--- config.mk ---
export PLATFORM = sky130hd
export DESIGN_NAME = mem_complex
export DESIGN_NICKNAME = d
export VERILOG_FILES = /design/src/mc_pkg.sv /design/src/mc_req_if.sv /design/src/l2_cache_slice.sv /design/src/l2_data_ram.sv /design/src/mem_complex.sv
export VERILOG_INCLUDE_DIRS = /design/src /design/src/include
export SDC_FILE = /design/constraint.sdc
export NUM_CORES = 2
export LEC_CHECK = 0
export BUFFER_PORTS_ARGS = -buffer_cell sky130_fd_sc_hd__buf_2
export CAP_MARGIN = 20
export CELL_PAD_IN_SITES_DETAIL_PLACEMENT = 0
export CELL_PAD_IN_SITES_GLOBAL_PLACEMENT = 1
export CORE_MARGIN = 1
export CORE_UTILIZATION = 57
export DETAILED_ROUTE_END_ITERATION = 6
export PLACE_DENSITY = 0.93
export REMOVE_ABC_BUFFERS = 1
export SLEW_MARGIN = 25
export SYNTH_ARGS = -nofsm -noshare
export SYNTH_HDL_FRONTEND = slang
export SYNTH_HIERARCHICAL = 1
export SYNTH_SLANG_ARGS = --single-unit
--- constraint.sdc ---
create_clock -name core_clk_i -period 11.3 [get_ports core_clk_i]
set_input_delay 1.695 -clock core_clk_i [delete_from_list [all_inputs] [get_ports core_clk_i]]
set_output_delay 1.695 -clock core_clk_i [all_outputs]
set_load 0.03 [all_outputs]
--- src/include/mc_consts.svh ---
`ifndef MC_CONSTS_SVH
`define MC_CONSTS_SVH

// ------------------------------
// memory complex geometry
// ------------------------------

// number of columns in the row, one l2 slice per column.
`define MC_X_DIM 4

// word address width and data word width.
`define MC_ADDR_WIDTH 16
`define MC_DATA_WIDTH 32

// each slice is direct mapped with one word per line.
`define MC_SETS_LOG2 4
`define MC_SETS (1 << `MC_SETS_LOG2)

// the tag keeps every address bit above the set index.
`define MC_TAG_WIDTH (`MC_ADDR_WIDTH - `MC_SETS_LOG2)

`endif

--- src/mc_pkg.sv ---
`include "mc_consts.svh"

package mc_pkg;

  // ------------------------------
  // vector types
  // ------------------------------

  typedef logic [`MC_ADDR_WIDTH-1:0] mc_addr_t;
  typedef logic [`MC_DATA_WIDTH-1:0] mc_data_t;

  // the low address bits pick the line, the rest form the tag.
  typedef logic [`MC_SETS_LOG2-1:0] mc_index_t;
  typedef logic [`MC_TAG_WIDTH-1:0] mc_tag_t;

  // ------------------------------
  // encodings
  // ------------------------------

  typedef enum logic
  {
    e_op_read    = 1'b0
    , e_op_write = 1'b1
  } mc_op_e;

  // reads come back with data, writes with a bare acknowledge.
  typedef enum logic
  {
    e_resp_data  = 1'b0
    , e_resp_ack = 1'b1
  } mc_resp_e;

  typedef enum logic [2:0]
  {
    e_idle         = 3'd0
    , e_lookup     = 3'd1
    , e_fill_wait  = 3'd2
    , e_fill_write = 3'd3
    , e_respond    = 3'd4
  } mc_slice_state_e;

  // ------------------------------
  // address split
  // ------------------------------

  function automatic mc_index_t mc_addr_index(input mc_addr_t addr);
    return addr[`MC_SETS_LOG2-1:0];
  endfunction

  function automatic mc_tag_t mc_addr_tag(input mc_addr_t addr);
    return addr[`MC_ADDR_WIDTH-1:`MC_SETS_LOG2];
  endfunction

endpackage

--- src/mc_req_if.sv ---
// one request link, used both for the north side into a slice and
// for the south side toward backing memory.
interface mc_req_if;

  logic             v;
  mc_pkg::mc_op_e   op;
  mc_pkg::mc_addr_t addr;
  mc_pkg::mc_data_t data;

  // the sender raises v for exactly one cycle per request.
  modport sender
    (output v
     , output op
     , output addr
     , output data
     );

  // the receiver has no way to stall and must take v in that cycle.
  modport receiver
    (input v
     , input op
     , input addr
     , input data
     );

endinterface

--- src/l2_cache_slice.sv ---
`include "mc_consts.svh"

module l2_cache_slice
  (input                        core_clk_i
   , input                      reset_i

   , mc_req_if.receiver         coh_req

   , output logic               resp_v_o
   , output mc_pkg::mc_resp_e   resp_op_o
   , output mc_pkg::mc_data_t   resp_data_o

   , mc_req_if.sender           mem_req
   , input                      mem_resp_v_i
   , input mc_pkg::mc_data_t    mem_resp_data_i
   );

  mc_pkg::mc_slice_state_e state_r, state_n;

  // request held from the strobe until the response leaves.
  mc_pkg::mc_op_e    req_op_r;
  mc_pkg::mc_addr_t  req_addr_r;
  mc_pkg::mc_data_t  req_data_r;
  mc_pkg::mc_index_t req_index;
  mc_pkg::mc_tag_t   req_tag;

  logic [`MC_SETS-1:0] valid_r;
  logic                mem_req_v_r;
  mc_pkg::mc_data_t    resp_data_r;

  mc_pkg::mc_index_t ram_addr_li;
  mc_pkg::mc_tag_t   tag_r_data_lo;
  mc_pkg::mc_data_t  data_r_data_lo;
  mc_pkg::mc_data_t  data_w_data_li;
  logic              tag_w_v_li;
  logic              data_w_v_li;

  logic hit;
  logic is_write;

  assign req_index = mc_pkg::mc_addr_index(req_addr_r);
  assign req_tag   = mc_pkg::mc_addr_tag(req_addr_r);
  assign is_write  = (req_op_r == mc_pkg::e_op_write);

  // ------------------------------
  // tag and data storage
  // ------------------------------

  // while idle the rams are read at the incoming index, so tag and data
  // are ready the cycle the slice enters lookup.
  assign ram_addr_li = (state_r == mc_pkg::e_idle)
                       ? mc_pkg::mc_addr_index(coh_req.addr)
                       : req_index;

  assign tag_w_v_li  = (state_r == mc_pkg::e_fill_write);

  // write-through with no allocate. a write only touches a present line.
  assign data_w_v_li = tag_w_v_li
                       | ((state_r == mc_pkg::e_lookup) & is_write & hit);
  assign data_w_data_li = tag_w_v_li ? resp_data_r : req_data_r;

  l2_data_ram
   #(.width_p(`MC_TAG_WIDTH)
     ,.els_p(`MC_SETS)
     )
   tag_ram
    (.clk_i(core_clk_i)
     ,.w_v_i(tag_w_v_li)
     ,.addr_i(ram_addr_li)
     ,.w_data_i(req_tag)
     ,.r_data_o(tag_r_data_lo)
     );

  l2_data_ram
   #(.width_p(`MC_DATA_WIDTH)
     ,.els_p(`MC_SETS)
     )
   data_ram
    (.clk_i(core_clk_i)
     ,.w_v_i(data_w_v_li)
     ,.addr_i(ram_addr_li)
     ,.w_data_i(data_w_data_li)
     ,.r_data_o(data_r_data_lo)
     );

  assign hit = valid_r[req_index] & (tag_r_data_lo == req_tag);

  // ------------------------------
  // control
  // ------------------------------

  always_comb
    begin
      state_n = state_r;
      case (state_r)
        mc_pkg::e_idle:
          if (coh_req.v)
            state_n = mc_pkg::e_lookup;
        mc_pkg::e_lookup:
          state_n = (!is_write && !hit) ? mc_pkg::e_fill_wait : mc_pkg::e_respond;
        mc_pkg::e_fill_wait:
          if (mem_resp_v_i)
            state_n = mc_pkg::e_fill_write;
        mc_pkg::e_fill_write:
          state_n = mc_pkg::e_respond;
        mc_pkg::e_respond:
          state_n = mc_pkg::e_idle;
        default:
          state_n = mc_pkg::e_idle;
      endcase
    end

  always_ff @(posedge core_clk_i)
    begin
      if (reset_i)
        begin
          state_r     <= mc_pkg::e_idle;
          valid_r     <= '0;
          mem_req_v_r <= 1'b0;
        end
      else
        begin
          state_r <= state_n;
          // misses and all writes go south one cycle after lookup.
          mem_req_v_r <= (state_r == mc_pkg::e_lookup) & (is_write | ~hit);
          if (tag_w_v_li)
            valid_r[req_index] <= 1'b1;
        end
    end

  always_ff @(posedge core_clk_i)
    begin
      if ((state_r == mc_pkg::e_idle) && coh_req.v)
        begin
          req_op_r   <= coh_req.op;
          req_addr_r <= coh_req.addr;
          req_data_r <= coh_req.data;
        end

      // a miss overwrites this again when the fill returns.
      if (state_r == mc_pkg::e_lookup)
        resp_data_r <= is_write ? req_data_r : data_r_data_lo;
      else if ((state_r == mc_pkg::e_fill_wait) && mem_resp_v_i)
        resp_data_r <= mem_resp_data_i;
    end

  // ------------------------------
  // outputs
  // ------------------------------

  assign resp_v_o    = (state_r == mc_pkg::e_respond);
  assign resp_op_o   = is_write ? mc_pkg::e_resp_ack : mc_pkg::e_resp_data;
  assign resp_data_o = resp_data_r;

  assign mem_req.v    = mem_req_v_r;
  assign mem_req.op   = req_op_r;
  assign mem_req.addr = req_addr_r;
  assign mem_req.data = req_data_r;

  // the requester must wait for the response before the next request.
  busy_req_a :
    assert property (@(posedge core_clk_i) disable iff (reset_i)
      coh_req.v |-> (state_r == mc_pkg::e_idle))
    else $error("request arrived while slice busy");

  unexpected_fill_a :
    assert property (@(posedge core_clk_i) disable iff (reset_i)
      mem_resp_v_i |-> (state_r == mc_pkg::e_fill_wait))
    else $error("memory return with no fill pending");

  // a miss answers only after its fill, never alongside its fetch.
  resp_vs_fetch_a :
    assert property (@(posedge core_clk_i) disable iff (reset_i)
      !(resp_v_o && mem_req.v && (mem_req.op == mc_pkg::e_op_read)))
    else $error("response and memory read in the same cycle");

endmodule

--- src/l2_data_ram.sv ---
module l2_data_ram
 #(parameter width_p = 32
   , parameter els_p = 16

   , localparam lg_els_lp = (els_p > 1) ? $clog2(els_p) : 1
   )
  (input                        clk_i

   , input                      w_v_i
   , input [lg_els_lp-1:0]      addr_i
   , input [width_p-1:0]        w_data_i

   , output logic [width_p-1:0] r_data_o
   );

  logic [width_p-1:0] mem_r [els_p];

  // one shared address, read every cycle.
  // a write in the same cycle shows up only on the next read.
  always_ff @(posedge clk_i)
    begin
      if (w_v_i)
        mem_r[addr_i] <= w_data_i;
      r_data_o <= mem_r[addr_i];
    end

endmodule

--- src/mem_complex.sv ---
`include "mc_consts.svh"

module mem_complex
  (input                                              core_clk_i
   , input                                            reset_i

   // coherence requests from the north, one link per column.
   , input [`MC_X_DIM-1:0]                            coh_req_v_i
   , input mc_pkg::mc_op_e [`MC_X_DIM-1:0]            coh_req_op_i
   , input mc_pkg::mc_addr_t [`MC_X_DIM-1:0]          coh_req_addr_i
   , input mc_pkg::mc_data_t [`MC_X_DIM-1:0]          coh_req_data_i

   , output logic [`MC_X_DIM-1:0]                     coh_resp_v_o
   , output mc_pkg::mc_resp_e [`MC_X_DIM-1:0]         coh_resp_op_o
   , output mc_pkg::mc_data_t [`MC_X_DIM-1:0]         coh_resp_data_o

   // dma links to backing memory in the south.
   , output logic [`MC_X_DIM-1:0]                     mem_req_v_o
   , output mc_pkg::mc_op_e [`MC_X_DIM-1:0]           mem_req_op_o
   , output mc_pkg::mc_addr_t [`MC_X_DIM-1:0]         mem_req_addr_o
   , output mc_pkg::mc_data_t [`MC_X_DIM-1:0]         mem_req_data_o

   , input [`MC_X_DIM-1:0]                            mem_resp_v_i
   , input mc_pkg::mc_data_t [`MC_X_DIM-1:0]          mem_resp_data_i
   );

  // ------------------------------
  // per column slices
  // ------------------------------

  for (genvar i = 0; i < `MC_X_DIM; i++)
    begin : col
      mc_req_if coh_req ();
      mc_req_if mem_req ();

      assign coh_req.v    = coh_req_v_i[i];
      assign coh_req.op   = coh_req_op_i[i];
      assign coh_req.addr = coh_req_addr_i[i];
      assign coh_req.data = coh_req_data_i[i];

      l2_cache_slice
       slice
        (.core_clk_i(core_clk_i)
         ,.reset_i(reset_i)

         ,.coh_req(coh_req)

         ,.resp_v_o(coh_resp_v_o[i])
         ,.resp_op_o(coh_resp_op_o[i])
         ,.resp_data_o(coh_resp_data_o[i])

         ,.mem_req(mem_req)
         ,.mem_resp_v_i(mem_resp_v_i[i])
         ,.mem_resp_data_i(mem_resp_data_i[i])
         );

      assign mem_req_v_o[i]    = mem_req.v;
      assign mem_req_op_o[i]   = mem_req.op;
      assign mem_req_addr_o[i] = mem_req.addr;
      assign mem_req_data_o[i] = mem_req.data;
    end

endmodule

==> impl_results.md <==
* Status: completed
* H-tree depth at 5
* CTS tree: yes
* Vias at 67610
* Sequential share of power at 50.2%
* Synth cell types at 38
* Seq/Total Area, Yosys at 77.72%
* FF-to-FF End: col[0].slice/data_ram/mem_r[0][17]
* Pre-CTS setup slack at 5.651 ns
* Worst-margin pin slew at 1.098 ns
* # IOs at 670
* GP Congestion at 0.8141
* DRT Pass-1 Iters at 5
* DIE AREA at 226300 sq um
* Setup TNS Final at 0 ns
* Die Y at 475.7 um
* Worst Skew at 0.1000 ns
* Layout area overhead at 14.24%
* Multiplexer share of the synthesized area at 13.92%
* Comb pwr share at 12.3%
* Worst path required time at 11.81 ns
* Fmax at 185.3 MHz
* Worst Hold End: col[2].slice/valid_r[15]
* Final hold viol count at 0
* Residual DRC count at 0
* Min-Delay Path Depth at 2
* Number of clock sinks at 3396
* Post-synth top area cell: edfxtp_1
* Top FF cell, synth: edfxtp_1
* Slew Viols, Final at 0
* Power per cell area at 202.5 nW/um^2
* Cell Rows at 173
* Layout cell share with drive strength beyond 1 at 28.74%
* GRT Total Usage at 27.67%
* Final worst path period need at 5.398 ns
* Routed WL at 315.3 mm
* DP Area at 135100 sq um
* Initial core utilization at 57.43%
* Routed Antenna Nets at 0
* Port buffer count at 669
* Vias in the first global route at 69740
* Root Driver: clkbuf_16
* Slew margin rel. at 26.52%
* P_leak at 49.05 nW
* Worst setup SP type: flop
* Mean Syn Cell Area at 20.22 sq um
* XOR/XNOR Fraction of Synth Area at 0.3286%
* CP max stage cell: o31ai_1
* DP HPWL at 167.2 mm
* TritonCTS Buffers at 342
* Largest net degree at the start of global routing at 115
* Post-route cell area at 146100 sq um
* Clk slew on worst S/H paths at 0.06 ns
* Syn Std Cell Area at 127900 sq um
* Final period utilization at 47.77%
* Most frequent cell after synthesis: edfxtp_1
* Post-synthesis cell count at 6328
* CP Capture Type: flop
* Post-synthesis compound-gate area fraction at 2.966%
* Largest family of logic cells by synthesized area: multiplexers
* Yosys top cell area share at 73.71%
* Hold path start: col[2].slice/valid_r[15]
* Initial DRC Count at 8543
* Wire per inst at 30.32 um
* Most area-consuming cells after synthesis: edfxtp_1 74%, mux4_2 12%, dfxtp_1 4.0%, nand2_1 2.1%, a22oi_1 2.1%
* Worst r2r path cells at 7
* Most frequent cells after synthesis: 3140 x edfxtp_1, 724 x nand2_1, 684 x mux4_2
* CTS Hold Bufs at 0
* Max Cap Viol at 0
* First-pass GRT wire length at 456.4 mm
* Reg2Reg Setup Slack at 5.90 ns
* HP Class: flop to flop
* Crit path DAT at 5.91 ns
* Vias/cell at 6.501
* Asr flop ratio synth at 0%
* Met2 Use GR at 46.77%
* Synthesis warning total at 6
* FF+latch count, synth at 3396
* Post-CTS Setup Inserts at 0
* Layout Nets at 7480
* Post_cts resized at 0
* Met3 Use GR at 5.308%
* Die W at 475.7 um
* Worst-Skew Late Latency at 0.95 ns
* Peak supply drop at 186.5 uV
* Slowest cell delay on critical path at 0.93 ns
* Total grt overflow at 0
* Synth Area in Simple Gates at 3.619%
* CP Cell Sequence: xor2_1 > nor4_1 > nand3_1 > o31ai_1 > or3b_2 > nor3_2 > buf_4
* Initial antenna violation count at 16
* Fin worst setup slack at 5.902 ns
* EDFF count, synth at 3140
* Non-Filler Instances at 10400
* Core box area at 222700 sq um
* Crit path max fanout at 24
* Adder-Cell Fraction of Synth Area at 0%
* Final setup viols at 0
* Met1 GRT Util at 34.69%
* Bufs on Longest Clock Path at 4
* Sw Pwr at 7.370 mW
* GRT busiest layer: met2
* R2r startpoint: col[0].slice/mem_req.addr[10]
* Critical path type: flop to flop
* Placed insts at 9775
* Sw Share at 24.90%
* Internal power at 22.23 mW
* RSZ-0062 raised after global routing: no
* Clock power frac at 37.5%
layout make-up:
class | instances | area (sq um)
diodes | 5 | 12.51
fillers | 13420 | 76590
repair buffers | 814 | 4578
well taps | 2975 | 3722
inverters | 12 | 46.29
clock inverters | 153 | 1529
clock buffers | 464 | 9363
multi-input cells | 2580 | 27480
flip-flops and latches | 3396 | 99420
logic make-up (layout without fill, tap and decap cells):
family | after synthesis | count (layout)
xor gates and xnor gates | 48 | 48
muxes | 864 | 864
buffers and inverters | 352 | 1443
other | 0 | 5
DFF | 3396 | 3396
AOI/OAI and AO/OA | 572 | 572
and+or+nand+nor | 1096 | 1096
power by group through the flow:
stage	clock, mW	combinational (mW)	sequential, mW
after CTS	11.2	3.61	14.8
final	11.1	3.63	14.9
after floorplan	0	2.34	15.2
after global placement	0	3.39	15.1
after global routing	11.7	3.84	14.9
after detailed placement	0	3.51	15.1
placed cells by master (no fill, tap or decap), types with 17 or more instances in the layout:
cell type	synthesis	final
clkinv_1	4	50
nand3b_1	20	20
mux4_1	36	36
nor2_2	0	33
nor2_4	0	51
clkbuf_1	188	93
o21ai_0	136	136
bufinv_16	0	27
a22oi_1	356	356
nor3_2	0	17
mux4_2	684	684
dfxtp_1	256	256
mux2i_1	128	128
edfxtp_1	3140	3140
a21oi_1	68	68
nor2_1	180	96
nand2_1	724	721
xor2_1	48	48
clkbuf_16	0	347
clkbuf_8	0	24
buf_4	16	135
buf_2	76	668
clkinv_2	0	55
per-stage QoR:
| step | total power [mW] | hold slack (ns) | utilization (%) |
|---|---|---|---|
| after detailed placement | 18.60 | 0.4509 | 60.66 |
| after CTS | 29.67 | 0.4680 | 65.55 |
| after global routing | 30.38 | 0.4938 | 65.61 |
| after global placement | 18.47 | 0.4415 | 60.57 |
| final | 29.60 | 0.4672 | 65.61 |
| after floorplan | 17.50 | 0.4315 | - |
state kept, by name (all words and copies together) (netlist names):
register and flops:
col.slice/mem_req.addr 64, col.slice/state_r 12, col.slice/mem_req.v 4, col.slice/tag_ram/mem_r 768
col.slice/mem_req.data 128, col.slice/mem_req.op 4, col.slice/tag_ram/r_data_o 48, col.slice/data_ram/r_data_o 128
col.slice/resp_data_o 128, col.slice/valid_r 64, col.slice/data_ram/mem_r 2048
critical path, delay by kind of cell, from the launching register on:
family	cells	cell delay, ns
xor+xnor	1	0.25
compound gates	1	0.93
simple gates	4	2.52
buf+inv	1	0.58
flops	1	0.65
worst max path at each step:
stage / from / end / slack [ns]
2_1_floorplan: coh_req_addr_i[0] / col[0].slice/data_ram/mem_r[0][0] / 2.68
3_3_place_gp: coh_req_addr_i[32] / col[2].slice/data_ram/r_data_o[18] / 5.70
3_5_place_dp: coh_req_addr_i[32] / col[2].slice/data_ram/r_data_o[24] / 5.65
4_1_cts: col[2].slice/state_r[2] / col[2].slice/data_ram/r_data_o[12] / 5.91
5_1_grt: col[0].slice/mem_req.addr[10] / col[0].slice/data_ram/mem_r[0][17] / 5.89
6_report: col[0].slice/mem_req.addr[10] / col[0].slice/data_ram/mem_r[0][17] / 5.90
metal layers:
| layer | vias to the layer above | wire length (um) |
|---|---|---|
| met5 | - | 77 |
| met4 | 12 | 15600 |
| met3 | 939 | 32130 |
| met2 | 4768 | 158500 |
| met1 | 34600 | 109000 |
| li1 | 27290 | - |
Power figures use the tool's default switching activity.
